<file path="config.mk">
export PLATFORM = sky130hd
export DESIGN_NAME = video_timing_analyzer
export DESIGN_NICKNAME = d
export VERILOG_FILES = /design/src/verilog/osd_pkg.sv /design/src/verilog/video_timing_analyzer.sv
export SDC_FILE = /design/constraint.sdc
export NUM_CORES = 1
export LEC_CHECK = 0
export BUFFER_PORTS_ARGS = -buffer_cell sky130_fd_sc_hd__buf_2
export CORE_MARGIN = 2
export CORE_UTILIZATION = 55
export CTS_CLUSTER_SIZE = 28
export DETAILED_ROUTE_END_ITERATION = 10
export HOLD_SLACK_MARGIN = 0.08
export PLACE_DENSITY = 0.74
export SKIP_CTS_REPAIR_TIMING = 1
export SLEW_MARGIN = 20
export SYNTH_ARGS = -nofsm -noshare
export SYNTH_HDL_FRONTEND = slang
export SYNTH_SLANG_ARGS = --single-unit
</file>
<file path="constraint.sdc">
create_clock -name clk_sys -period 5.2 [get_ports clk_sys]
set_input_delay 0.52 -clock clk_sys [delete_from_list [all_inputs] [get_ports clk_sys]]
set_output_delay 0.52 -clock clk_sys [all_outputs]
set_load 0.03 [all_outputs]
</file>
<file path="src/verilog/osd_pkg.sv">
// osd_pkg: video, window, command and buffer-write types plus overlay geometry constants

package osd_pkg;

	// ****************************************
	// geometry
	// ****************************************

	// width of all timing counters
	localparam int CNT_W = 10;

	// overlay size in pixels and lines
	localparam logic [CNT_W-1:0] OSD_WIDTH = 10'd256;
	localparam logic [CNT_W-1:0] OSD_HEIGHT = 10'd128;

	// shift of the window away from the picture center
	localparam logic [CNT_W-1:0] OSD_X_OFFSET = 10'd0;
	localparam logic [CNT_W-1:0] OSD_Y_OFFSET = 10'd0;

	// tint bit per channel, red/green/blue from msb down
	localparam logic [2:0] OSD_COLOR = 3'd0;

	// bitmap memory, 8 line groups of 256 column bytes
	localparam int BUF_DEPTH = 2048;
	localparam int BUF_AW = 11;

	// taller pictures than this are treated as line doubled
	localparam logic [CNT_W-1:0] DOUBLESCAN_LINES = 10'd350;

	// ****************************************
	// host commands
	// ****************************************

	// 0x20..0x27 write line group
	localparam logic [4:0] CMD_WRITE_OP = 5'b00100;
	// 0x40 / 0x41 overlay off / on
	localparam logic [3:0] CMD_ENABLE_OP = 4'b0100;

	// ****************************************
	// types
	// ****************************************

	typedef struct packed {
		logic [5:0] red;
		logic [5:0] green;
		logic [5:0] blue;
	} rgb_t;

	typedef struct packed {
		rgb_t rgb;
		logic hs;
		logic vs;
	} video_t;

	// same command byte, read as a write or as an enable
	typedef union packed {
		struct packed {
			logic [4:0] op;
			logic [2:0] grp;
		} wr;
		struct packed {
			logic [3:0] op;
			logic [2:0] rsvd;
			logic on;
		} en;
	} osd_cmd_u;

	typedef struct packed {
		logic [BUF_AW-1:0] addr;
		logic [7:0] data;
		logic valid;
	} buf_wr_t;

	// hcnt runs one pixel ahead to cover the registered buffer read
	typedef struct packed {
		logic active;
		logic [CNT_W-1:0] hcnt;
		logic [CNT_W-1:0] vcnt;
		logic doublescan;
	} osd_window_t;

endpackage

</file>
<file path="src/verilog/video_timing_analyzer.sv">
// video_timing_analyzer: sync period and polarity measurement, centered overlay window, window counters
`timescale 1ns/1ns

module video_timing_analyzer (
	input  logic                 clk_sys,
	input  logic                 ss,
	input  logic                 ce_pix,
	input  osd_pkg::video_t      video_in,
	output osd_pkg::osd_window_t win
);

	localparam int W = osd_pkg::CNT_W;

	// horizontal measurement
	logic hs_d;
	logic [W-1:0] h_cnt;
	logic [W-1:0] hs_low;
	logic [W-1:0] hs_high;
	logic hs_pol;
	logic [W-1:0] h_width;
	logic [W-1:0] h_ctr;
	logic [W-1:0] h_start;
	logic [W-1:0] h_end;

	// vertical measurement, stepped per line
	logic hs_clk_d;
	logic hs_rise;
	logic vs_d;
	logic [W-1:0] v_cnt;
	logic [W-1:0] vs_low;
	logic [W-1:0] vs_high;
	logic vs_pol;
	logic [W-1:0] v_height;
	logic [W-1:0] v_ctr;
	logic [W-1:0] v_half;
	logic [W-1:0] v_start;
	logic [W-1:0] v_end;
	logic doublescan;

	// window state
	logic h_active;
	logic v_active;
	// vs edges seen, window trusted once both vs phases are measured
	logic [1:0] vs_edges;

	// ****************************************
	// line timing
	// ****************************************

	always_ff @(posedge clk_sys or posedge ss) begin
		if (ss) begin
			hs_d <= 1'b0;
			h_cnt <= '0;
			hs_low <= '0;
			hs_high <= '0;
		end else if (ce_pix) begin
			hs_d <= video_in.hs;
			if (!video_in.hs && hs_d) begin
				// falling edge closes the high phase
				h_cnt <= '0;
				hs_high <= h_cnt;
			end else if (video_in.hs && !hs_d) begin
				// rising edge closes the low phase
				h_cnt <= '0;
				hs_low <= h_cnt;
			end else begin
				h_cnt <= h_cnt + 1'b1;
			end
		end
	end

	// shorter phase is the pulse, the longer one the picture
	assign hs_pol = hs_high < hs_low;
	assign h_width = hs_pol ? hs_low : hs_high;
	assign h_ctr = {1'b0, h_width[W-1:1]};

	// ****************************************
	// frame timing
	// ****************************************

	assign hs_rise = video_in.hs & ~hs_clk_d;

	always_ff @(posedge clk_sys or posedge ss) begin
		if (ss) begin
			hs_clk_d <= 1'b0;
			vs_d <= 1'b0;
			v_cnt <= '0;
			vs_low <= '0;
			vs_high <= '0;
			vs_edges <= 2'd0;
		end else begin
			hs_clk_d <= video_in.hs;
			if (hs_rise) begin
				vs_d <= video_in.vs;
				if (video_in.vs != vs_d) begin
					v_cnt <= '0;
					if (video_in.vs) begin
						vs_low <= v_cnt;
					end else begin
						vs_high <= v_cnt;
					end
					if (vs_edges != 2'd3) begin
						vs_edges <= vs_edges + 2'd1;
					end
				end else begin
					v_cnt <= v_cnt + 1'b1;
				end
			end
		end
	end

	assign vs_pol = vs_high < vs_low;
	assign v_height = vs_pol ? vs_low : vs_high;
	assign v_ctr = {1'b0, v_height[W-1:1]};
	assign doublescan = v_height > osd_pkg::DOUBLESCAN_LINES;

	// ****************************************
	// centered window
	// ****************************************

	// line doubling stretches the window to twice its height
	assign v_half = doublescan ? osd_pkg::OSD_HEIGHT : (osd_pkg::OSD_HEIGHT >> 1);

	assign h_start = h_ctr + osd_pkg::OSD_X_OFFSET - (osd_pkg::OSD_WIDTH >> 1);
	assign h_end = h_ctr + osd_pkg::OSD_X_OFFSET + (osd_pkg::OSD_WIDTH >> 1) - 1'b1;
	assign v_start = v_ctr + osd_pkg::OSD_Y_OFFSET - v_half;
	assign v_end = v_ctr + osd_pkg::OSD_Y_OFFSET + v_half - 1'b1;

	// flags only move outside the sync pulses
	always_ff @(posedge clk_sys or posedge ss) begin
		if (ss) begin
			h_active <= 1'b0;
			v_active <= 1'b0;
		end else if (ce_pix) begin
			if (video_in.hs != hs_pol) begin
				// flag lags its count by a pixel, so it rises one count early
				if (h_cnt + 1'b1 == h_start) h_active <= 1'b1;
				if (h_cnt == h_end) h_active <= 1'b0;
			end
			if (video_in.vs != vs_pol) begin
				if (v_cnt == v_start) v_active <= 1'b1;
				// drops at the start of the first line below the window
				if (v_cnt == v_end + 1'b1) v_active <= 1'b0;
			end
		end
	end

	always_comb begin
		win.active = h_active & v_active & (vs_edges == 2'd3);
		// one column ahead for the buffer read register
		win.hcnt = h_cnt - h_start + 1'b1;
		win.vcnt = v_cnt - v_start;
		win.doublescan = doublescan;
	end

endmodule
</file>
==> impl_metrics.tcl <==
set metrics [dict create \
    clk_latency_ps 330 \
    grt-ovfl-total 0 \
    route.detailed.wl_per_inst_microns 16.2 \
    syn2layout_area_growth_pct 10.8 \
    synth_cells 586 \
    clkTransAtPathRegs_ps 70 \
    seq_area_frac_synth 0.314 \
    grt_usage 0.247 \
    arrival_ps 4460 \
    initial_utilization 0.572 \
    cts_inserted_buffers 9 \
    core_sq_um 9330 \
    ys_types 57 \
    num_rows 35 \
    multi_input_area_sq_um 3420 \
    skew_ps 8.68 \
    ys_ff_latch 67 \
    hold_viol_final 0 \
    slew_viol_final 0 \
    yosys_warnings 0 \
    firstDrtPassIters 5 \
    antenna_found_initial 0 \
    synthesis.area_sq_um 5330 \
    synth_area_per_cell_sq_um 9.10 \
    wirelength_microns 12200 \
    place_area_sq_um 5590 \
    p_per_area_nw_per_um2 425 \
    synth_edf_count 0 \
    place_hpwl_microns 9130 \
    htreeDepth 3 \
    timing.final.crit_share 0.957 \
    diodes 0 \
    slew_headroom 0.434 \
    status "completed" \
    cp.required_ps 4680 \
    die_area_sq_um 10500 \
    fmax_mhz 201 \
    synth_fp_nets 667 \
    seq_area_sq_um 1680 \
    wl_met2_microns 5450 \
    routabilityCongestion 0.902 \
    utilization 0.633 \
    cts_root_buf "clkbuf_8" \
    top_layer_used "met4" \
    drive_above_1_share 0.178 \
    grt_max_degree 68 \
    timing.final.crit_period_ps 4980 \
    cts_tree "done" \
    crit_fanout 10 \
    met1_length_microns 5900 \
    synthArstFlopShare 1.00 \
    via_per_inst 5.82 \
    fill_cells 803 \
    grt_pass1_vias 4093 \
    dieWidth_microns 102 \
    drv_cap 0 \
    fin_tns_setup_ps 0 \
    layout.nets 701 \
    clkSinkCount 67 \
    grt_pass1_wl_microns 20200 \
    drt-initial-drc-count 268 \
    critPathKind "reg -> out" \
    synth_flop_cell "dfrtp_1" \
    die_h_microns 102 \
    cts_buffer_depth 2 \
    final_common_cell "dfrtp_1" \
    ioPinCount 45 \
    drtAntennaViolNets 0 \
    final_cell_mix "dfrtp_1 (65), nand2_1 (57), ha_1 (52), inv_1 (49), o21ai_0 (43)" \
    setup_viol 0 \
    drcViolationCount 0 \
    design_area_sq_um 5910 \
    vias 4386 \
    tightest_slew_ps 849 \
    critPathLaunchType "flop" \
    vdd_drop_max_v 0.000177 \
    p_leak_nw 2.70 \
    worstSetupEndpointType "output port" \
    port_buffers 26 \
    hold_class "in -> async" \
    met3_length_microns 719 \
]
[report_power, final]
group	internal [W]	total [W]	switching, W
clock network	0.000184	0.000378	0.000195
registers	0.000586	0.000670	0.0000838
logic	0.000610	0.00146	0.000854
total	0.00138	0.00251	0.00113
[path summary, 6_finish.rpt]
| check | from | depth (start not counted) | endpoint | slack [ps] |
|---|---|---|---|---|
| setup / recovery | vs_high[1]$_DFFE_PP0P_ | 17 | win[10] | 220 |
| hold / removal | ss | 3 | vs_high[2]$_DFFE_PP0P_ | 440 |
| setup reg to reg | vs_high[1]$_DFFE_PP0P_ | 16 | v_active$_DFFE_PP0P_ | 900 |
| hold reg to reg | vs_edges[0]$_DFFE_PP0P_ | 1 | vs_edges[0]$_DFFE_PP0P_ | 480 |
| max in group asynchronous | ss | 3 | hs_low[4]$_DFFE_PP0P_ | 4170 |
| min in group clk_sys | video_in[1] | 1 | hs_clk_d$_DFF_PP0_ | 460 |
[synthesized netlist by cell type (all sizes together) (7+ instances only)]
master  instances  area share
nor2           22       0.015
dfrtp          67        0.31
nor3           15       0.014
and3            9       0.011
mux2i          16       0.035
inv            50       0.035
nand4           7      0.0082
a21o            9       0.014
clkbuf         18       0.013
xor2           21       0.034
o21ai          48       0.046
nand2b          7      0.0082
nand3          15       0.014
xnor2          42       0.069
ha             54        0.13
a21oi          26       0.025
nor2b           7      0.0082
nand2          58       0.041
mux2           26       0.055
[worst max-delay path: stages, from the launching register on]
cell and delay [ps]:
dfrtp_1 400, ha_1 280, a21o_1 100, a21o_1 130, a21oi_1 90, o211ai_1 400
nand2_2 180, buf_8 190, o311a_1 370, o21a_2 250, ha_1 230, fa_1 380
xor2_1 170, ha_1 390, a21oi_2 160, o21ai_2 80, xnor2_1 140, buf_4 180
[sequential cells by signal (all words and copies together) (netlist names), 2 cells and up]
| name | cells |
|---|---|
| h_cnt | 10 |
| hs_high | 10 |
| hs_low | 10 |
| v_cnt | 10 |
| vs_edges | 2 |
| vs_high | 10 |
| vs_low | 10 |
[per-stage QoR]
step / instances / power (W) / hold WS (ps) / setup slack, ps
2_1_floorplan: 586 / 0.00173 / 448 / 357
3_3_place_gp: 728 / 0.00195 / 463 / 265
3_5_place_dp: 728 / 0.00200 / 472 / 122
4_1_cts: 743 / 0.00238 / 448 / -271
5_1_grt: 753 / 0.00268 / 455 / -44.1
6_report: 753 / 0.00251 / 443 / 223
[layer usage]
| metal | GRT usage | vias to the layer above |
|---|---|---|
| li1 | - | 2113 |
| met1 | 0.369 | 2123 |
| met2 | 0.378 | 130 |
| met3 | 0.0349 | 20 |
| met4 | 0.0595 | 0 |
| met5 | 0 | - |
[cell families after synthesis]
| kind of cell | after synthesis | synth area share |
|---|---|---|
| and+or+nand+nor | 153 | 0.138 |
| buffers and inverters | 73 | 0.0551 |
| adders and majority gates | 58 | 0.142 |
| AOI/OAI and AO/OA | 130 | 0.157 |
| DFF | 67 | 0.314 |
| xor gates and xnor gates | 63 | 0.103 |
| muxes | 42 | 0.0896 |
[final cells by class]
cell class	count	share of cell area
clock buffers	13	0.0252
clock inverters	2	0.00212
inverters	50	0.0318
multi-input cells	446	0.579
flip-flops and latches	67	0.284
well taps	129	0.0273
repair buffers	46	0.0500
Power figures use the tool's default switching activity.
