==> src/verilog/osd_pkg.sv <==
// osd_pkg: video, window, command and buffer-write types plus overlay geometry constants

package osd_pkg;

	// ****************************************
	// geometry
	// ****************************************

	// width of all timing counters
	localparam int CNT_W = 10;

	// overlay size in pixels and lines
	localparam logic [CNT_W-1:0] OSD_WIDTH = 10'd256;
	localparam logic [CNT_W-1:0] OSD_HEIGHT = 10'd128;

	// shift of the window away from the picture center
	localparam logic [CNT_W-1:0] OSD_X_OFFSET = 10'd0;
	localparam logic [CNT_W-1:0] OSD_Y_OFFSET = 10'd0;

	// tint bit per channel, red/green/blue from msb down
	localparam logic [2:0] OSD_COLOR = 3'd0;

	// bitmap memory, 8 line groups of 256 column bytes
	localparam int BUF_DEPTH = 2048;
	localparam int BUF_AW = 11;

	// taller pictures than this are treated as line doubled
	localparam logic [CNT_W-1:0] DOUBLESCAN_LINES = 10'd350;

	// ****************************************
	// host commands
	// ****************************************

	// 0x20..0x27 write line group
	localparam logic [4:0] CMD_WRITE_OP = 5'b00100;
	// 0x40 / 0x41 overlay off / on
	localparam logic [3:0] CMD_ENABLE_OP = 4'b0100;

	// ****************************************
	// types
	// ****************************************

	typedef struct packed {
		logic [5:0] red;
		logic [5:0] green;
		logic [5:0] blue;
	} rgb_t;

	typedef struct packed {
		rgb_t rgb;
		logic hs;
		logic vs;
	} video_t;

	// same command byte, read as a write or as an enable
	typedef union packed {
		struct packed {
			logic [4:0] op;
			logic [2:0] grp;
		} wr;
		struct packed {
			logic [3:0] op;
			logic [2:0] rsvd;
			logic on;
		} en;
	} osd_cmd_u;

	typedef struct packed {
		logic [BUF_AW-1:0] addr;
		logic [7:0] data;
		logic valid;
	} buf_wr_t;

	// hcnt runs one pixel ahead to cover the registered buffer read
	typedef struct packed {
		logic active;
		logic [CNT_W-1:0] hcnt;
		logic [CNT_W-1:0] vcnt;
		logic doublescan;
	} osd_window_t;

endpackage

==> src/verilog/osd_mixer.sv <==
// osd_mixer: bitmap read addressing, pixel select and overlay blend into the rgb stream
`timescale 1ns/1ns

module osd_mixer (
	input  logic                       clk_sys,
	input  logic                       ss,
	input  osd_pkg::osd_window_t       win,
	input  logic                       osd_enable,
	output logic [osd_pkg::BUF_AW-1:0] rd_addr,
	input  logic [7:0]                 rd_data,
	input  osd_pkg::video_t            video_in,
	output osd_pkg::video_t            video_out
);

	logic [2:0] grp;
	logic [2:0] row;
	logic [2:0] row_q;
	logic pix;
	logic show;
	osd_pkg::rgb_t blend;

	// ****************************************
	// buffer addressing
	// ****************************************

	// doublescan shows each bitmap row on four lines, else on two
	assign grp = win.doublescan ? win.vcnt[7:5] : win.vcnt[6:4];
	assign row = win.doublescan ? win.vcnt[4:2] : win.vcnt[3:1];
	assign rd_addr = {grp, win.hcnt[7:0]};

	// row index follows its byte through the read register
	always_ff @(posedge clk_sys or posedge ss) begin
		if (ss) begin
			row_q <= 3'd0;
		end else begin
			row_q <= row;
		end
	end

	assign pix = rd_data[row_q];

	// ****************************************
	// blend
	// ****************************************

	assign show = osd_enable & win.active;

	// pixel in the two msbs, tint next, dimmed input below
	always_comb begin
		blend.red = {pix, pix, osd_pkg::OSD_COLOR[2], video_in.rgb.red[5:3]};
		blend.green = {pix, pix, osd_pkg::OSD_COLOR[1], video_in.rgb.green[5:3]};
		blend.blue = {pix, pix, osd_pkg::OSD_COLOR[0], video_in.rgb.blue[5:3]};
	end

	// syncs never touched
	always_comb begin
		video_out.rgb = show ? blend : video_in.rgb;
		video_out.hs = video_in.hs;
		video_out.vs = video_in.vs;
	end

endmodule

==> config.mk <==
export PLATFORM = sky130hd
export DESIGN_NAME = osd_mixer
export DESIGN_NICKNAME = d
export VERILOG_FILES = /design/src/verilog/osd_pkg.sv /design/src/verilog/osd_mixer.sv
export SDC_FILE = /design/constraint.sdc
export NUM_CORES = 1
export LEC_CHECK = 0
export BUFFER_PORTS_ARGS = -buffer_cell sky130_fd_sc_hd__buf_2
export CAP_MARGIN = 0
export CORE_UTILIZATION = 27
export DETAILED_ROUTE_END_ITERATION = 16
export PLACE_DENSITY = 0.78
export SETUP_SLACK_MARGIN = 0.5
export SLEW_MARGIN = 20
export SYNTH_ARGS = -nofsm -noshare
export SYNTH_HDL_FRONTEND = slang
export SYNTH_SLANG_ARGS = --single-unit
==> constraint.sdc <==
create_clock -name clk_sys -period 1.45 [get_ports clk_sys]
set_input_delay 0 -clock clk_sys [delete_from_list [all_inputs] [get_ports clk_sys]]
set_output_delay 0 -clock clk_sys [all_outputs]
set_load 0.01 [all_outputs]
==> results of run 1 <==
## final cells by class
cell class | instances | area share
inverters | 1 | 0.00460
multi-input cells | 38 | 0.429
repair buffers | 62 | 0.403
well taps | 25 | 0.0383
flip-flops and latches | 3 | 0.0920
clock buffers | 4 | 0.0322
## power by group through the flow
| stage | Combinational, W | Clock, W | Sequential [W] |
|---|---|---|---|
| 2_1_floorplan | 0.000153 | 0 | 0.0000968 |
| 3_3_place_gp | 0.000217 | 0 | 0.0000980 |
| 3_5_place_dp | 0.000223 | 0 | 0.0000982 |
| 4_1_cts | 0.000233 | 0.000160 | 0.0000959 |
| 5_1_grt | 0.000263 | 0.000167 | 0.0000969 |
| 6_report | 0.000239 | 0.000154 | 0.0000957 |
## per-layer routing
layer | vias up | GRT usage
li1 | 295 | -
met1 | 251 | 0.120
met2 | 47 | 0.252
met3 | 4 | 0.0560
met4 | 0 | 0.0727
met5 | - | 0
## Yosys cell counts (all sizes together)
cell type | count | area [sq um]
inv | 1 | 3.75
dfrtp | 3 | 75.1
nand2 | 7 | 26.3
clkbuf | 1 | 3.75
buf | 12 | 90.1
and2 | 3 | 18.8
mux4 | 1 | 22.5
nor2b | 2 | 20.0
a22o | 1 | 8.76
o31ai | 6 | 45.0
mux2 | 15 | 169
mux2i | 2 | 20.0
nor2 | 1 | 3.75
## metrics by stage
stage / power [W] / setup WS [ps]
finish: 0.000489 / -150
global route: 0.000526 / -234
global placement: 0.000315 / 85.9
detailed placement: 0.000321 / 84.2
CTS: 0.000489 / -117
floorplan: 0.000249 / 236
## worst max-delay path, delay by kind of cell (launching register included)
family                 cells  cell delay, ps
DFF                        1             390
AOI/OAI and AO/OA          2             550
buffers and inverters      2             320
muxes                      1             110
## worst min path at each step
stage	endpoint	slack (ps)	cells after the start
floorplan	row_q[0]$_DFF_PP0_	-250	1
global placement	row_q[0]$_DFF_PP0_	-140	2
detailed placement	row_q[0]$_DFF_PP0_	-130	2
CTS	rd_addr[1]	0.07	0
global route	rd_addr[7]	0.02	0
finish	rd_addr[7]	0.003	0
## cell families (layout without fill, tap and decap cells)
| group | Yosys count | after routing | synth area share |
|---|---|---|---|
| flip-flops | 3 | 3 | 0.148 |
| AO/OA/AOI/OAI | 7 | 7 | 0.106 |
| buffers and inverters | 14 | 67 | 0.193 |
| AND/OR/NAND/NOR | 13 | 13 | 0.136 |
| multiplexers | 18 | 18 | 0.417 |
## placed cells by master (no fill, tap or decap)
cell and n:
mux2i_1 2, inv_1 1, and2_1 3, dfrtp_1 3, nor2b_1 1, dlygate4sd3_1 2, clkbuf_1 1, nor2b_4 1
a22o_2 1, clkbuf_4 3, mux4_2 1, mux2_2 12, mux2_1 3, buf_6 1, nand2_1 7, o31ai_1 3
buf_4 1, buf_2 58, o31ai_2 3, nor2_1 1
## repair_timing
item                                   CTS  global route
resized for setup                        1             4
hold buffers                             2             0
setup endpoints to repair                6             6
pin swaps                                0             7
endpoints found under the hold margin    4             0
setup buffers                            1             0
==> qor.yml, run 1 <==
path_cells: "buf_4 -> mux2i_1 -> a22o_2 -> o31ai_1 -> buf_2"
dp_cells: 126
rows: 15
critical_path.endpoint: "video_out[6]"
internal_power_w: 0.000328
ir_drop_v: 0.000514
swShare: 0.330
powerDensity_mw_per_mm2: 599
antenna_found_initial: 0
worstHoldPathType: "in -> out"
grt_usage: 0.135
violations: "setup timing"
multi_input_area_sq_um: 350
max-cap-violations: 0
clockBufferDepth: 2
period_minus_slack_ps: 1600
hpwl_um: 1070
clock_sinks: 3
num-fill-cells: 174
first_pass_iters: 2
place_congestion: 0.663
synth-seq-cells: 3
yosysWarnings: 0
grt_max_degree: 25
layout.cells.non_filler: 133
placed_area_sq_um: 742
grt_pass1_wl_um: 1960
die_h_um: 45.3
power.leakage_nw: 0.442
min_period_over_period: 1.10
cts_buffers: 3
vias_per_cell: 4.49
worstMarginPinSlew_ps: 192
pwr-share-comb: 0.488
reg_top3: "row_q: 3 flops"
setup_tns_ps: -793
crit_path_end_kind: "output pin"
p_sw_w: 0.000161
min_from: "win[18]"
drive_gt1_frac: 0.750
clk_pin_slew_worst_paths_ps: 40
status: "finished with violations"
regMostFlops: "row_q"
slew_viol_final: 0
slowest_delay_ps: 390
dieArea_sq_mm: 0.00205
ant_nets: 0
crit_fanout: 6
syn_nets: 108
layout_setup_ws_ps: -150
routed-wl-met2_um: 661
wl_per_cell_um: 9.83
hold_viol: 0
synth_area_sq_um: 507
seq_area_sq_um: 75.1
fin_area_sq_um: 816
ys_types: 15
met1_length_um: 481
htreeDepth: 1
wirelength_um: 1310
die_w_um: 45.3
largest_register_ffs: 3
slew_headroom: 0.871
cp_data_required_time_ps: 1450
setup_viol: 6
boundaryPins: 84
start_kind: "flip-flop"
drtIter0Drc: 1
worst_path_max_delay_cell: "dfrtp_1"
rsz0062_at_grt: "yes"
grt-ovfl-total: 0
drcViolationCount: 0
avgSynthCellArea_sq_um: 9.21
io_buffer_count: 58
worstPathArrival_ps: 1600
yosysSeqAreaShare: 0.148
initial_core_util: 0.290
worstSetupPathType: "reg -> out"
crit_start: "row_q[0]$_DFF_PP0_"
root_buffer: "clkbuf_4"
coreArea_sq_mm: 0.00175
holdWs_ps: 0.00283
clkPwrFrac: 0.316
route.met3.wl_um: 139
fmax_mhz: 625
grt_pass1_vias: 493
num_vias: 597
antenna_cells: 0
cts_tree: "built"
seqPwrFrac: 0.196
highest_layer: "met4"
syn_to_final_growth_pct: 61.0
nets: 162
post-route-util: 0.467
synthCells: 55
No activity file was read; power rests on OpenSTA's default activity.
==> run 2: changes to the inputs <==
Settings changed: CORE_MARGIN from default to 8.
Clock period 1.45 ns to 1.6 ns, I/O delays scaled along.
==> qor.yml, run 2 (synthesis results as in run 1) <==
hpwl_um: 1530  # was 1070 um
clk_pin_slew_worst_paths_ps: 30  # was 40 ps
layout_common_cells: "buf_2, mux2_2, nand2_1"  # unchanged
slew_headroom: 0.741  # was 0.871
htreeDepth: 1  # unchanged
seqPwrFrac: 0.203  # was 0.196
pwr-share-comb: 0.506  # was 0.488
drtIter0Drc: 13  # was 1
period_minus_slack_ps: 1610
cp_data_required_time_ps: 1600  # was 1450 ps
coreArea_sq_mm: 0.00175  # unchanged
num_vias: 592  # was 597
wirelength_um: 1750  # was 1310 um
root_buffer: "clkbuf_4"  # unchanged
rows: 15  # unchanged
antenna_cells: 0  # unchanged
place_congestion: 0.664  # was 0.663
grt_usage: 0.0974  # was 0.135
worstHoldPathType: "in -> out"  # unchanged
regMostFlops: "row_q"  # unchanged
clock_sinks: 3  # unchanged
antenna_found_initial: 0  # unchanged
grt_pass1_wl_um: 2780  # was 1960 um
crit_start: "row_q[0]$_DFF_PP0_"  # unchanged
min_from: "win[18]"  # unchanged
fin_area_sq_um: 805  # was 816 sq um
setup_viol: 3  # was 6
cts_buffers: 3  # unchanged
die_h_um: 59.3  # was 45.3 um
vias_per_cell: 4.48  # was 4.49
ir_drop_v: 0.000313  # was 0.000514 V
holdWs_ps: 0.00348  # was 0.00283 ps
power.leakage_nw: 0.437  # was 0.442 nW
internal_power_w: 0.000294  # was 0.000328 W
crit_path_end_kind: "output pin"  # unchanged
syn_to_final_growth_pct: 58.8  # was 61.0%
worstMarginPinSlew_ps: 387  # was 192 ps
grt_pass1_vias: 656  # was 493
min_period_over_period: 1.00
slew_viol_final: 0  # unchanged
boundaryPins: 84  # unchanged
start_kind: "flip-flop"  # unchanged
crit_fanout: 6  # unchanged
rsz0062_at_grt: "yes"  # unchanged
swShare: 0.319  # was 0.330
clockBufferDepth: 2  # unchanged
worstSetupPathType: "reg -> out"  # unchanged
setup_tns_ps: -7.56  # was -793 ps
cts_tree: "built"  # unchanged
num-fill-cells: 183  # was 174
clkPwrFrac: 0.291  # was 0.316
reg_top3: "row_q: 3 flops"  # unchanged
violations: "setup timing"  # unchanged
mostFrequentLayoutCell: "buf_2"  # unchanged
layout_setup_ws_ps: -5.19  # was -150 ps
powerDensity_mw_per_mm2: 537  # was 599 mW/mm^2
wl_per_cell_um: 13.2  # was 9.83 um
die_w_um: 59.3  # was 45.3 um
first_pass_iters: 2  # unchanged
io_buffer_count: 58  # unchanged
nets: 161  # was 162
drcViolationCount: 0  # unchanged
hold_viol: 0  # unchanged
dieArea_sq_mm: 0.00352  # was 0.00205 sq mm
status: "finished with violations"  # unchanged
max-cap-violations: 0  # unchanged
largest_register_ffs: 3  # unchanged
worstPathArrival_ps: 1610  # was 1600 ps
fmax_mhz: 623
placed_area_sq_um: 742  # unchanged
grt_max_degree: 22  # was 25
initial_core_util: 0.290  # unchanged
grt-ovfl-total: 0  # unchanged
drive_gt1_frac: 0.766  # was 0.750
p_sw_w: 0.000138  # was 0.000161 W
ant_nets: 0  # unchanged
==> run 2: cell count changes in the layout (fill, tap and decap cells not counted) <==
cell           before  now
dlygate4sd3_1       2    1
buf_6               1    0
nand2_2             0    1
nand2_1             7    6
buf_4               1    2
==> run 2: metal layers <==
layer  track usage  part of all wire
met1        0.0916              0.36
met2         0.182              0.52
met3        0.0477              0.12
met4        0.0239                 0
met5             0                 0
==> run 2: worst max-delay path, cell delays in order, from the launching register on <==
cell     delay (ps)
dfrtp_1         390
mux4_2          540
nor2b_4         210
o31ai_1          90
buf_2           140
==> run 2: stage by stage <==
stage          cells  power (W)  setup slack (ps)  utilization
2_1_floorplan     55   0.000226               386            -
3_3_place_gp     126   0.000290               223        0.425
3_5_place_dp     126   0.000298               208        0.425
4_1_cts          132   0.000434             0.923        0.452
5_1_grt          132   0.000471             -70.3        0.461
6_report         132   0.000432             -5.19        0.461
==> run 2: final timing paths <==
kind                                      end  slack [ps]  cells after the start
worst max-delay path            video_out[12]          -5                      4
worst min-delay path               rd_addr[7]       0.003                      0
max in group asynchronous  row_q[1]$_DFF_PP0_        1280                      3
min in group asynchronous  row_q[0]$_DFF_PP0_         190                      3
==> run 2: power by group through the flow <==
stage               Combinational [W]  Sequential (W)  Clock, W
floorplan                    0.000138       0.0000877         0
detailed placement           0.000209       0.0000888         0
global placement             0.000202       0.0000885         0
finish                       0.000219       0.0000877  0.000126
global route                 0.000241       0.0000883  0.000141
CTS                          0.000215       0.0000875  0.000131
==> run 2: area by class of cell <==
class                   count  area [sq um]  area share
multi-input cells          38           353       0.439
clock buffers               4          26.3      0.0327
flip-flops and latches      3          75.1      0.0933
well taps                  25          31.3      0.0389
repair buffers             61           315       0.392
inverters                   1          3.75     0.00467
==> run 2: repair_timing <==
| action | 4_1_cts | 5_1_grt |
|---|---|---|
| hold endpoints to repair | 3 | 0 |
| hold buffers | 1 | 0 |
| pin swaps | 4 | 3 |
| gates cloned | 0 | 0 |
| setup buffers | 1 | 0 |
| setup endpoints to repair | 15 | 6 |
| resized for setup | 1 | 4 |
==> run 3: changes to the inputs <==
Settings changed: SKIP_LAST_GASP from default to 1.
==> qor.yml, run 3 (synthesis results as in run 1) <==
slew_viol_final: 0  # unchanged
drive_gt1_frac: 0.766  # unchanged
crit_fanout: 6  # unchanged
cp_data_required_time_ps: 1600  # about the same
antenna_cells: 0  # unchanged
htreeDepth: 1  # unchanged
p_sw_w: 0.000138  # about the same
cts_tree: "built"  # unchanged
power.leakage_nw: 0.437  # about the same
max-cap-violations: 0  # unchanged
cts_buffers: 3  # unchanged
dieArea_sq_mm: 0.00352  # unchanged
worst_path_max_delay_cell: "mux4_2"  # unchanged
antenna_found_initial: 0  # unchanged
regMostFlops: "row_q"  # unchanged
ir_drop_v: 0.000313  # about the same
grt_pass1_vias: 656  # unchanged
root_buffer: "clkbuf_4"  # unchanged
wl_per_cell_um: 13.2  # about the same
seqPwrFrac: 0.203  # about the same
reg_top3: "row_q: 3 flops"  # unchanged
ant_nets: 0  # unchanged
syn_to_final_growth_pct: 58.8  # unchanged
vias_per_cell: 4.48  # unchanged
first_pass_iters: 2  # unchanged
layout_common_cells: "buf_2, mux2_2, nand2_1"  # unchanged
initial_core_util: 0.290  # unchanged
num_vias: 592  # unchanged
clockBufferDepth: 2  # unchanged
powerDensity_mw_per_mm2: 537  # about the same
setup_viol: 3  # unchanged
boundaryPins: 84  # unchanged
worstHoldPathType: "in -> out"  # unchanged
largest_register_ffs: 3  # unchanged
place_congestion: 0.664  # unchanged
clk_pin_slew_worst_paths_ps: 30  # about the same
setup_tns_ps: -7.53  # was -7.56 ps
hpwl_um: 1530  # unchanged
status: "finished with violations"  # unchanged
clock_sinks: 3  # unchanged
crit_path_end_kind: "output pin"  # unchanged
rows: 15  # unchanged
worstSetupPathType: "reg -> out"  # unchanged
start_kind: "flip-flop"  # unchanged
worstMarginPinSlew_ps: 387  # unchanged
internal_power_w: 0.000294  # about the same
wirelength_um: 1740  # was 1750 um
nets: 161  # unchanged
grt-ovfl-total: 0  # unchanged
drcViolationCount: 0  # unchanged
fmax_mhz: 623  # about the same
path_cells: "mux4_2 -> nor2b_4 -> o31ai_1 -> buf_2"  # unchanged
clkPwrFrac: 0.291  # about the same
crit_buf_inv: 1  # unchanged
swShare: 0.319  # about the same
worstPathArrival_ps: 1610  # about the same
die_w_um: 59.3  # unchanged
pwr-share-comb: 0.506  # about the same
rsz0062_at_grt: "yes"  # unchanged
dp_slack_ps: 208  # unchanged
coreArea_sq_mm: 0.00175  # unchanged
drtIter0Drc: 13  # unchanged
critical_path.top_delay_family: "multiplexers"  # unchanged
grt_max_degree: 22  # unchanged
slew_headroom: 0.741  # unchanged
io_buffer_count: 58  # unchanged
min_period_over_period: 1.00  # about the same
period_minus_slack_ps: 1610  # about the same
mostFrequentLayoutCell: "buf_2"  # unchanged
grt_pass1_wl_um: 2780  # unchanged
num-fill-cells: 183  # unchanged
layout_setup_ws_ps: -5.18  # was -5.19 ps
die_h_um: 59.3  # unchanged
violations: "setup timing"  # unchanged
grt_usage: 0.0974  # unchanged
hold_viol: 0  # unchanged
slowest_delay_ps: 540  # about the same
[run 3: cell counts in the layout (fill, tap and decap cells not counted)]
No cell type changed its count.
[run 3: layout make-up]
cell class                 instances  area (sq um)  area share
sequential                         3          75.1      0.0933
timing repair buffer              61           315       0.392
multi-input combinational         38           353       0.439
tap                               25          31.3      0.0389
inverter                           1          3.75     0.00467
clock buffer                       4          26.3      0.0327
[run 3: stage by stage]
stage                     utilization  instances  total power (W)  hold WS (ps)  area [sq um]
after floorplan                     -         55         0.000226          -246           507
after global placement          0.425        126         0.000290          -132           742
after detailed placement        0.425        126         0.000298          -128           742
after CTS                       0.452        132         0.000434        0.0686           788
after global routing            0.461        132         0.000471        0.0150           805
final                           0.461        132         0.000432       0.00348           805
[run 3: final timing paths]
| check | from | endpoint | slack [ps] | cells after the start |
|---|---|---|---|---|
| hold / removal | win[18] | rd_addr[7] | 0.003 | 0 |
| max in group asynchronous | ss | row_q[1]$_DFF_PP0_ | 1280 | 3 |
| min in group asynchronous | ss | row_q[0]$_DFF_PP0_ | 190 | 3 |
| setup / recovery | row_q[0]$_DFF_PP0_ | video_out[12] | -5 | 4 |
[run 3: power by group through the flow]
stage	registers, W	clock network (W)	logic, W
after floorplan	0.0000877	0	0.000138
after global placement	0.0000885	0	0.000202
after detailed placement	0.0000888	0	0.000209
after CTS	0.0000875	0.000131	0.000215
after global routing	0.0000883	0.000141	0.000241
final	0.0000877	0.000126	0.000219
[run 3: repair_timing]
item                       4_1_cts  5_1_grt
hold endpoints to repair         3        0
pin swaps                        4        2
hold buffers                     1        0
gates resized for setup          1        4
setup endpoints to repair       15        6
setup buffers                    1        0
[run 3: routing by layer]
metal	wire length [um]	GRT usage	up-vias
li1	-	-	290
met1	623	0.0916	261
met2	907	0.182	41
met3	211	0.0477	0
met4	0	0.0239	0
met5	0	0	-
