===== config.mk =====
export PLATFORM = sky130hd
export DESIGN_NAME = osd_spi_slave
export DESIGN_NICKNAME = d
export VERILOG_FILES = /design/src/verilog/osd_pkg.sv /design/src/verilog/osd_spi_slave.sv
export SDC_FILE = /design/constraint.sdc
export NUM_CORES = 1
export LEC_CHECK = 0
export ABC_AREA = 1
export BUFFER_PORTS_ARGS = -buffer_cell sky130_fd_sc_hd__buf_2
export CAP_MARGIN = 10
export CELL_PAD_IN_SITES_DETAIL_PLACEMENT = 1
export CELL_PAD_IN_SITES_GLOBAL_PLACEMENT = 1
export CORE_MARGIN = 8
export CORE_UTILIZATION = 44
export CTS_CLUSTER_SIZE = 40
export DETAILED_ROUTE_END_ITERATION = 8
export HOLD_SLACK_MARGIN = 0.06
export PLACE_DENSITY_LB_ADDON = 0.1
export SLEW_MARGIN = 20
export SYNTH_ARGS = -nofsm -noshare
export SYNTH_HDL_FRONTEND = slang
export SYNTH_SLANG_ARGS = --single-unit

===== constraint.sdc =====
create_clock -name clk_sys -period 2.5 [get_ports clk_sys]
set_input_delay 0.125 -clock clk_sys [delete_from_list [all_inputs] [get_ports clk_sys]]
set_output_delay 0.125 -clock clk_sys [all_outputs]
set_load 0.005 [all_outputs]

===== src/verilog/osd_pkg.sv =====
// osd_pkg: video, window, command and buffer-write types plus overlay geometry constants

package osd_pkg;

	// ****************************************
	// geometry
	// ****************************************

	// width of all timing counters
	localparam int CNT_W = 10;

	// overlay size in pixels and lines
	localparam logic [CNT_W-1:0] OSD_WIDTH = 10'd256;
	localparam logic [CNT_W-1:0] OSD_HEIGHT = 10'd128;

	// shift of the window away from the picture center
	localparam logic [CNT_W-1:0] OSD_X_OFFSET = 10'd0;
	localparam logic [CNT_W-1:0] OSD_Y_OFFSET = 10'd0;

	// tint bit per channel, red/green/blue from msb down
	localparam logic [2:0] OSD_COLOR = 3'd0;

	// bitmap memory, 8 line groups of 256 column bytes
	localparam int BUF_DEPTH = 2048;
	localparam int BUF_AW = 11;

	// taller pictures than this are treated as line doubled
	localparam logic [CNT_W-1:0] DOUBLESCAN_LINES = 10'd350;

	// ****************************************
	// host commands
	// ****************************************

	// 0x20..0x27 write line group
	localparam logic [4:0] CMD_WRITE_OP = 5'b00100;
	// 0x40 / 0x41 overlay off / on
	localparam logic [3:0] CMD_ENABLE_OP = 4'b0100;

	// ****************************************
	// types
	// ****************************************

	typedef struct packed {
		logic [5:0] red;
		logic [5:0] green;
		logic [5:0] blue;
	} rgb_t;

	typedef struct packed {
		rgb_t rgb;
		logic hs;
		logic vs;
	} video_t;

	// same command byte, read as a write or as an enable
	typedef union packed {
		struct packed {
			logic [4:0] op;
			logic [2:0] grp;
		} wr;
		struct packed {
			logic [3:0] op;
			logic [2:0] rsvd;
			logic on;
		} en;
	} osd_cmd_u;

	typedef struct packed {
		logic [BUF_AW-1:0] addr;
		logic [7:0] data;
		logic valid;
	} buf_wr_t;

	// hcnt runs one pixel ahead to cover the registered buffer read
	typedef struct packed {
		logic active;
		logic [CNT_W-1:0] hcnt;
		logic [CNT_W-1:0] vcnt;
		logic doublescan;
	} osd_window_t;

endpackage


===== src/verilog/osd_spi_slave.sv =====
// osd_spi_slave: oversampled serial command link, byte assembly, command decode and bitmap writes
`timescale 1ns/1ns

module osd_spi_slave (
	input  logic             clk_sys,
	input  logic             ss,
	input  logic             sck,
	input  logic             cs_n,
	input  logic             sdi,
	output osd_pkg::buf_wr_t buf_wr,
	output logic             osd_enable
);

	// two-flop synchronizers, bit 1 is the clean copy
	logic [1:0] sck_sync;
	logic [1:0] cs_sync;
	logic [1:0] sdi_sync;
	logic sck_last;
	logic sck_rise;

	// byte assembly
	logic [6:0] sbuf;
	logic [7:0] rx_byte;
	logic [2:0] bit_cnt;
	logic have_cmd;

	// command state
	osd_pkg::osd_cmd_u rx_cmd;
	osd_pkg::osd_cmd_u cmd;
	logic write_mode;
	logic [osd_pkg::BUF_AW-1:0] wr_addr;

	// ****************************************
	// synchronizers
	// ****************************************

	always_ff @(posedge clk_sys or posedge ss) begin
		if (ss) begin
			sck_sync <= 2'b00;
			// idle link is deselected
			cs_sync <= 2'b11;
			sdi_sync <= 2'b00;
			sck_last <= 1'b0;
		end else begin
			sck_sync <= {sck_sync[0], sck};
			cs_sync <= {cs_sync[0], cs_n};
			sdi_sync <= {sdi_sync[0], sdi};
			sck_last <= sck_sync[1];
		end
	end

	// sck edge only counts while selected
	assign sck_rise = sck_sync[1] & ~sck_last & ~cs_sync[1];

	// msb first, the newest bit lands in bit 0
	always_ff @(posedge clk_sys) begin
		if (sck_rise) begin
			sbuf <= {sbuf[5:0], sdi_sync[1]};
		end
	end

	assign rx_byte = {sbuf, sdi_sync[1]};
	assign rx_cmd = rx_byte;
	assign write_mode = have_cmd && (cmd.wr.op == osd_pkg::CMD_WRITE_OP);

	// ****************************************
	// command decode and buffer writes
	// ****************************************

	always_ff @(posedge clk_sys or posedge ss) begin
		if (ss) begin
			bit_cnt <= 3'd0;
			have_cmd <= 1'b0;
			cmd <= '0;
			wr_addr <= '0;
			osd_enable <= 1'b0;
			buf_wr <= '0;
		end else begin
			// write strobe is a single cycle
			buf_wr.valid <= 1'b0;
			if (cs_sync[1]) begin
				// deselect ends the transfer
				bit_cnt <= 3'd0;
				have_cmd <= 1'b0;
				cmd <= '0;
			end else if (sck_rise) begin
				bit_cnt <= bit_cnt + 3'd1;
				if (bit_cnt == 3'd7) begin
					if (!have_cmd) begin
						// first byte is the command
						have_cmd <= 1'b1;
						cmd <= rx_cmd;
						if (rx_cmd.en.op == osd_pkg::CMD_ENABLE_OP) begin
							osd_enable <= rx_cmd.en.on;
						end
						// line group selects a 256 byte slice
						wr_addr <= {rx_cmd.wr.grp, 8'h00};
					end else if (write_mode) begin
						buf_wr.valid <= 1'b1;
						buf_wr.addr <= wr_addr;
						buf_wr.data <= rx_byte;
						wr_addr <= wr_addr + 1'b1;
					end
				end
			end
		end
	end

endmodule


==> metrics.log, run 1 <==
[metrics] outcome: finished clean
[metrics] effective utilization at floorplan: between 40% and 50%
[metrics] Crit Path Category: reg -> reg
[metrics] aggregate global routing overflow: 0
[metrics] met2 layer usage reported by global route: around 22%
[metrics] worst supply voltage drop on vdd: 0.340 mV
[metrics] number of nets in the synthesized netlist: between 200 and 300
[metrics] boundary pin count: 26
[metrics] highest clock rate: 578 MHz
[metrics] Max Fanout on Critical Path: 32
[metrics] post-detailed-route count of antenna-violating nets: 0
[metrics] pre-CTS setup slack: around 0.76 ns
[metrics] Std-Cell Core Area: 5140 sq um
[metrics] min cycle time layout: 1.73 ns
[metrics] number of nets in the final layout: 292
[metrics] count of state elements after synthesis: 55
[metrics] global-route usage over all layers: 14.1%
[metrics] setup violation total in the final timing report: 0
[metrics] maximum number of pins on one net before global-route repair: 48
[metrics] total inserted antenna cells: 0
[metrics] area growth from synthesis to layout: 12.5%
[metrics] post-detailed-route DRC marker count: 0
[metrics] number of max-capacitance violations reported: 0
[metrics] element type at the critical path end: register
[metrics] Avg WL per Cell: ~14 um
[metrics] Syn Std Cell Area: approximately 2400 sq um
[metrics] Row Count: 26
[metrics] post-route worst setup slack: 0.770 ns
[metrics] setup repair after global routing missed its margin: false
[metrics] overall routed net length: a little under 5000 um
[metrics] slew at the pin closest to its max-slew limit: 0.790 ns
[metrics] global-route wire length before repair: around 8700 um
[metrics] Die W: roughly 89 um
[metrics] final design area excluding fillers: ~2700 sq um
[metrics] final standard cell count with taps included and fillers excluded: 355
[metrics] Fin Hold WS: between 0.3 and 0.4 ns
[metrics] met1 layer usage reported by global route: 18.6%
[metrics] final weighted congestion of routability-driven global placement: between 0.7 and 0.8
[metrics] clock latency at the later pin of the worst-skew pair: approximately 0.31 ns
[metrics] initial antenna violation count: 0
[metrics] average instance area after synthesis: ~9.3 sq um
[metrics] IO Port Bufs: 25
[metrics] cell count after placement: between 300 and 400
[metrics] TritonRoute pass-1 iters: 3
[metrics] Yosys Warn Count: 0
[metrics] TritonCTS Buffers: 5
[metrics] reported leakage power: 0.00133 uW
[metrics] number of sinks on the clock net: 55
[metrics] Die Height: 89.2 um
[metrics] Vias: ~1.7k
[metrics] tightest slew margin relative to the limit: a little under half
[metrics] fraction of layout cells with a size suffix above 1: approximately 16%
[metrics] CP Data Arrival Time: just under 2 ns
[metrics] power per cell area: about 560 nW/um^2
[metrics] Initial DRC Count: 122
[metrics] max-slew violations: 0
[metrics] launching element type of the critical path: register
[metrics] layer with the highest usage after global routing: met2
[metrics] final total negative setup slack: 0 ns
[metrics] total half-perimeter wirelength after legalization and detailed placement: between 3000 and 4000 um
[metrics] met3 global-route usage: under 10%
[metrics] vias in the first global route: between 1.5k and 2k
[metrics] Cell variety after synth: 28
[metrics] Critical Path RT: roughly 2.8 ns
[metrics] proportion of synthesized chip area in sequential cells: between 60% and 70%
[metrics] Hold Violations, Final: 0
[metrics] CTS HTree Levels: 2
[metrics] CTS tree: done
[metrics] placed standard-cell area: around 2500 sq um
[metrics] root buf cell: sky130_fd_sc_hd__clkbuf_8
[metrics] maximum clock skew at final layout: about 0.011 ns
[metrics] fraction of the cycle the final worst path needs: around 69%
[metrics] length in cells of the worst reg-to-reg path: 8
[metrics] clock-pin slew on the worst setup and hold paths: roughly 0.1 ns
[metrics] count of cells along the worst hold path: 0
[metrics] post-DR vias/cell: between 4 and 5
[metrics] total die area: 7950 sq um
[metrics] Gates resized, CTS repair: 0
[metrics] worst hold path class: reg -> reg
[metrics] number of buffers between clock root and the deepest sink: 2
[metrics] cells after synthesis: ~250
[synthesized netlist by cell type]
cell	number	area share (%)
sky130_fd_sc_hd__a21oi_4	1	0.69
sky130_fd_sc_hd__o21ai_0	12	2.6
sky130_fd_sc_hd__a22o_1	2	0.74
sky130_fd_sc_hd__nand2_2	1	0.27
sky130_fd_sc_hd__nand3_1	17	3.6
sky130_fd_sc_hd__nor2_1	14	2.2
sky130_fd_sc_hd__nand4_1	2	0.53
sky130_fd_sc_hd__edfxtp_1	7	8.9
sky130_fd_sc_hd__inv_2	2	0.32
sky130_fd_sc_hd__xnor2_1	1	0.37
sky130_fd_sc_hd__nor4_1	1	0.27
sky130_fd_sc_hd__ha_1	3	1.6
sky130_fd_sc_hd__a21oi_1	1	0.21
sky130_fd_sc_hd__xor2_1	1	0.37
sky130_fd_sc_hd__inv_4	1	0.27
sky130_fd_sc_hd__buf_6	3	1.4
sky130_fd_sc_hd__dfrtp_1	46	49
sky130_fd_sc_hd__buf_2	1	0.21
sky130_fd_sc_hd__nand2_1	92	15
sky130_fd_sc_hd__inv_1	25	4.0
sky130_fd_sc_hd__o21ai_1	10	2.1
sky130_fd_sc_hd__nand3_4	2	1.5
sky130_fd_sc_hd__buf_4	2	0.64
sky130_fd_sc_hd__nor3b_1	1	0.32
sky130_fd_sc_hd__dfstp_2	2	2.2
sky130_fd_sc_hd__o22ai_1	1	0.27
sky130_fd_sc_hd__o21bai_1	1	0.32
sky130_fd_sc_hd__nor2_4	1	0.48
[cell families (layout without fill, tap and decap cells)]
| family | count (synthesis) | count (layout) | share of synthesized area (%) |
|---|---|---|---|
| flip-flops | 55 | 55 | 60.0 |
| adder cells (fa/ha/maj) | 3 | 3 | 1.59 |
| XOR/XNOR | 2 | 2 | 0.744 |
| AND/OR/NAND/NOR | 131 | 131 | 23.9 |
| AO/OA/AOI/OAI | 28 | 28 | 6.91 |
| buffers and inverters | 34 | 66 | 6.85 |
[placed cells by master (no fill, tap or decap), types with 4 or more instances in the layout]
cell type and count:
sky130_fd_sc_hd__o21ai_0 12, sky130_fd_sc_hd__buf_2 25, sky130_fd_sc_hd__nand3_1 17, sky130_fd_sc_hd__nor2_1 14, sky130_fd_sc_hd__edfxtp_1 7, sky130_fd_sc_hd__clkbuf_8 5
sky130_fd_sc_hd__o21ai_1 10, sky130_fd_sc_hd__nand2_1 92, sky130_fd_sc_hd__dfrtp_1 46, sky130_fd_sc_hd__inv_1 24, sky130_fd_sc_hd__dlygate4sd3_1 4
[where the power goes]
group | leakage [uW] | total, uW | switching (uW) | internal (uW)
combinational | 0.000567 | 55.2 | 38.0 | 17.2
sequential | 0.000711 | 936 | 11.7 | 925
clock | 0.0000483 | 486 | 288 | 198
total | 0.00133 | 1480 | 338 | 1140
[critical path, cell delays in order, from the launching register on]
cell                      delay, ns
sky130_fd_sc_hd__dfrtp_1       0.38
sky130_fd_sc_hd__ha_1          0.15
sky130_fd_sc_hd__ha_1          0.15
sky130_fd_sc_hd__inv_1         0.08
sky130_fd_sc_hd__nor2_4        0.15
sky130_fd_sc_hd__nand3_4       0.30
sky130_fd_sc_hd__inv_2         0.30
sky130_fd_sc_hd__nand2_1       0.09
sky130_fd_sc_hd__nand2_1       0.07
[final timing paths]
path                             startpoint          end  slack, ns
worst max-delay path             bit_cnt[0]    buf_wr[8]       0.77
worst min-delay path            sdi_sync[0]  sdi_sync[1]       0.36
worst max register to register   bit_cnt[0]    buf_wr[8]       0.77
worst min register to register  sdi_sync[0]  sdi_sync[1]       0.36
max in group asynchronous                ss   cs_sync[1]       1.39
min in group asynchronous                ss       cmd[4]       0.48
[layer usage]
| layer | vias to the layer above | part of all wire (%) |
|---|---|---|
| met5 | - | 0 |
| met1 | 837 | 48 |
| met3 | 7 | 4.6 |
| met4 | 0 | 1.2 |
| met2 | 24 | 46 |
| li1 | 862 | - |
[per-stage QoR]
step	utilization, %	total power [uW]
2_1_floorplan	-	987
3_3_place_gp	49.1	1000
3_5_place_dp	49.1	1010
4_1_cts	51.3	1500
5_1_grt	51.6	1550
6_report	51.6	1480
[flip-flops by register name, summed over array words and instances (netlist names)]
signal	flops
sbuf	7
buf_wr	20
have_cmd	1
sck_sync	2
osd_enable	1
sck_last	1
cmd	5
bit_cnt	3
cs_sync	2
sdi_sync	2
wr_addr	11
[layout make-up]
| type | count | area, sq um |
|---|---|---|
| clock buffer | 5 | 68.8 |
| clock inverter | 3 | 18.8 |
| fill | 639 | 2490 |
| inverter | 28 | 109 |
| multi-input combinational | 164 | 779 |
| sequential | 55 | 1410 |
| tap | 70 | 87.6 |
| timing repair buffer | 30 | 173 |
[repair_timing]
action / 4_1_cts / 5_1_grt
hold endpoints to repair: 3 / 46
hold buffers: 3 / 1
endpoints found under the setup margin: 0 / 0
setup buffers: 0 / 0
No activity file was read; power rests on OpenSTA's default activity.
==> run 2, diff against run 1 <==
--- a/config.mk
+++ b/config.mk
@@ -11,7 +11,7 @@
 export CELL_PAD_IN_SITES_DETAIL_PLACEMENT = 1
 export CELL_PAD_IN_SITES_GLOBAL_PLACEMENT = 1
 export CORE_MARGIN = 8
-export CORE_UTILIZATION = 44
+export CORE_UTILIZATION = 40
 export CTS_CLUSTER_SIZE = 40
 export DETAILED_ROUTE_END_ITERATION = 8
 export HOLD_SLACK_MARGIN = 0.06
==> constraint.sdc (replaced) <==
create_clock -name clk_sys -period 1.5 [get_ports clk_sys]
set_input_delay 0.075 -clock clk_sys [delete_from_list [all_inputs] [get_ports clk_sys]]
set_output_delay 0.075 -clock clk_sys [all_outputs]
set_load 0.005 [all_outputs]
==> run 2 against run 1 <==
- clock skew decreased by 0.0039 ns
- count of clock-buffer cells in the layout unchanged
- hold slack got worse by 0.0011 ns
- total power grew 79%
- register-to-register slack got worse by 0.75 ns
- routed wire length up 10%
- setup slack worse by 0.75 ns
- maximum frequency rose by 17%
- die area rose by 8.2%
- critical path type unchanged
- largest cell class unchanged
- highest routed layer unchanged
==> metrics.log, run 2 (synthesis gave the netlist of run 1 again) <==
[metrics] outcome: finished clean
[metrics] number of sinks on the clock net: 55 (unchanged)
[metrics] boundary pin count: 26 (unchanged)
[metrics] Tot Pwr: 2650 uW (+79%)
[metrics] aggregate global routing overflow: 0 (unchanged)
[metrics] power spent charging and discharging nets: 579 uW (+71%)
[metrics] CTS HTree Levels: 2 (unchanged)
[metrics] highest clock rate: 675 MHz (+17%)
[metrics] fraction of layout cells with a size suffix above 1: 22.7% (+7.0 points)
[metrics] number of nets in the final layout: 306 (+4.8%)
[metrics] Crit Path Category: reg -> reg
[metrics] reg2reg start: bit_cnt[0]
[metrics] slew at the pin closest to its max-slew limit: 0.540 ns (-0.250 ns)
[metrics] number of max-capacitance violations reported: 0 (unchanged)
[metrics] setup violation total in the final timing report: 0 (unchanged)
[metrics] Register-to-Register Setup Slack: 0.02 ns (-0.75 ns)
[metrics] CP Data Arrival Time: 1.68 ns (-0.31 ns)
[metrics] max-slew violations: 0 (unchanged)
[metrics] fraction of the cycle the final worst path needs: 98.8% (+30 points)
[metrics] Initial DRC Count: 89 (-27%)
[metrics] CTS tree: done
[metrics] most common cell after layout, fill and taps aside: sky130_fd_sc_hd__nand2_1
[metrics] total die area: 8600 sq um (+8.2%)
[metrics] tightest slew margin relative to the limit: 63.9% (+17 points)
[metrics] total half-perimeter wirelength after legalization and detailed placement: 3950 um (+12%)
[metrics] sequential cell area: 1410 sq um (unchanged)
[metrics] Clk network pwr share: 37.3% (+4.4 points)
[metrics] pre-CTS setup slack: -0.00911 ns (-0.766 ns)
[metrics] initial antenna violation count: 0 (unchanged)
[metrics] layer with the highest usage after global routing: met2
[metrics] effective utilization at floorplan: 40.5% (-5.3 points)
[metrics] clock-pin slew on the worst setup and hold paths: 0.10 ns (about the same)
[metrics] overall routed net length: 5390 um (+10%)
[metrics] maximum clock skew at final layout: 0.00661 ns (-0.00391 ns)
[metrics] clock latency at the later pin of the worst-skew pair: 0.30 ns (about the same)
[metrics] post-route worst setup slack: 0.0182 ns (-0.752 ns)
[metrics] length in cells of the worst reg-to-reg path: 8 (unchanged)
[metrics] combinational share of power: 3.8% (about the same)
[metrics] Die Height: 92.7 um (+4.0%)
[metrics] min cycle time layout: 1.48 ns (-0.248 ns)
[metrics] Hold Violations, Final: 0 (unchanged)
[metrics] met3 global-route usage: 3.56% (-0.12 points)
[metrics] most frequent cells in the layout: 88 x sky130_fd_sc_hd__nand2_1, 46 x sky130_fd_sc_hd__dfrtp_1, 26 x sky130_fd_sc_hd__buf_2
[metrics] relative contribution of sequential cells to total power: 58.9% (-4.5 points)
[metrics] Row Count: 28 (+7.7%)
[metrics] Critical Path RT: 1.70 ns (-1.06 ns)
[metrics] TritonCTS Buffers: 5 (unchanged)
[metrics] post-detailed-route count of antenna-violating nets: 0 (unchanged)
[metrics] cell-internal power: 2070 uW (+82%)
[metrics] Vias: 1806 (+4.4%)
[metrics] post-DR vias/cell: 4.83 (-0.91%)
[metrics] TritonRoute pass-1 iters: 4 (+1)
[metrics] switching portion of total power: 21.8% (-1.1 points)
[metrics] filler cell count in the final layout: 711 (+11%)
[metrics] Die W: 92.7 um (+4.0%)
[metrics] worst hold path class: in -> async
[metrics] final standard cell count with taps included and fillers excluded: 374 (+5.4%)
[metrics] met2 layer usage reported by global route: 20.6% (-1.6 points)
[metrics] Std-Cell Core Area: 5820 sq um (+13%)
[metrics] area growth from synthesis to layout: 21.2%
[metrics] worst supply voltage drop on vdd: 0.478 mV (+41%)
[metrics] worst reg2reg endpoint: buf_wr[17]
[metrics] IO Port Bufs: 25 (unchanged)
[metrics] setup repair after global routing missed its margin: true
[metrics] root buf cell: sky130_fd_sc_hd__clkbuf_8
[metrics] cell count after placement: 358 (+4.4%)
[metrics] total area of multi-input combinational cells: 825 sq um (+5.8%)
[metrics] top register by number of flip-flops: buf_wr
[metrics] Max Fanout on Critical Path: 6 (-81%)
[metrics] launching element type of the critical path: register
[metrics] vias in the first global route: 1912 (+4.3%)
[metrics] reported leakage power: 0.00140 uW (+5.4%)
[metrics] global-route wire length before repair: 9440 um (+7.9%)
[metrics] largest registers: buf_wr x20, wr_addr x11, sbuf x7
[metrics] maximum number of pins on one net before global-route repair: 26 (-46%)
[metrics] total inserted antenna cells: 0 (unchanged)
[metrics] number of buffers between clock root and the deepest sink: 2 (unchanged)
[metrics] Avg WL per Cell: 14.4 um (+4.8%)
[metrics] global-route usage over all layers: 13.6% (-0.46 points)
[metrics] number of flip-flops in the largest register: 20 (unchanged)
[metrics] met1 layer usage reported by global route: 18.5% (-0.066 points)
[metrics] post-detailed-route DRC marker count: 0 (unchanged)
[metrics] element type at the critical path end: register
[metrics] final weighted congestion of routability-driven global placement: 0.770 (+5.1%)
[metrics] power per cell area: 929 nW/um^2 (+67%)
==> run 2: changes by cell type in the layout (fill, tap and decap cells not counted), sizes merged <==
cell / before / now
nand3: 19 / 20
bufinv: 0 / 1
inv: 28 / 29
buf: 26 / 39
clkinv: 3 / 1
==> run 2: metal layers <==
layer,vias to the layer above,part of all wire (%)
li1,892,-
met1,880,50
met2,26,45
met3,8,4.1
met4,0,1.4
met5,-,0
==> run 2: cell type report <==
cell class | instances | area share, %
clock buffers | 5 | 2.41
clock inverters | 3 | 1.49
inverters | 28 | 3.86
multi-input cells | 165 | 28.9
flip-flops and latches | 55 | 49.5
well taps | 75 | 3.29
repair buffers | 43 | 10.5
==> run 2: worst max-delay path, stage by stage, from the launching register on <==
cell and delay [ns]:
sky130_fd_sc_hd__dfrtp_1 0.39, sky130_fd_sc_hd__ha_2 0.20, sky130_fd_sc_hd__ha_4 0.13, sky130_fd_sc_hd__inv_2 0.05, sky130_fd_sc_hd__nor2_4 0.14, sky130_fd_sc_hd__nand3_4 0.16, sky130_fd_sc_hd__buf_4 0.20, sky130_fd_sc_hd__nand2_1 0.05
sky130_fd_sc_hd__o21ai_1 0.05
==> run 2: power groups by stage <==
stage                     clock network [uW]  logic (uW)  registers, uW
final                                    989         101           1560
after global routing                    1080         119           1570
after CTS                               1020         105           1560
after detailed placement                   0        93.2           1590
after global placement                     0        91.3           1590
after floorplan                            0        60.9           1580
==> run 2: what timing repair did <==
item | CTS | global route
cloned | 1 | 1
endpoints found under the setup margin | 12 | 30
endpoints found under the hold margin | 24 | 0
hold buffers | 4 | 0
setup buffers | 2 | 0
gates resized for setup | 1 | 16
pin swaps | 1 | 0
==> run 2: metrics by stage <==
step / hold WS [ns] / util [%] / area [sq um] / TNS (ns)
after detailed placement: 0.159 / 45.2 / 2630 / -0.0264
after global placement: 0.152 / 45.2 / 2630 / 0
final: 0.359 / 49.1 / 2850 / 0
after CTS: 0.362 / 48.3 / 2810 / 0
after global routing: 0.366 / 49.1 / 2850 / -0.771
after floorplan: 0.0795 / - / 2350 / 0
==> run 2: worst max path at each step <==
stage / from / end / slack (ns) / cells after the start
finish: bit_cnt[0] / buf_wr[17] / 0.02 / 8
global route: bit_cnt[0] / buf_wr[15] / -0.07 / 8
CTS: bit_cnt[0] / wr_addr[10] / 0.02 / 9
detailed placement: bit_cnt[0] / buf_wr[3] / -0.009 / 8
global placement: bit_cnt[0] / buf_wr[7] / 0.06 / 8
floorplan: bit_cnt[0] / wr_addr[8] / 0.15 / 9
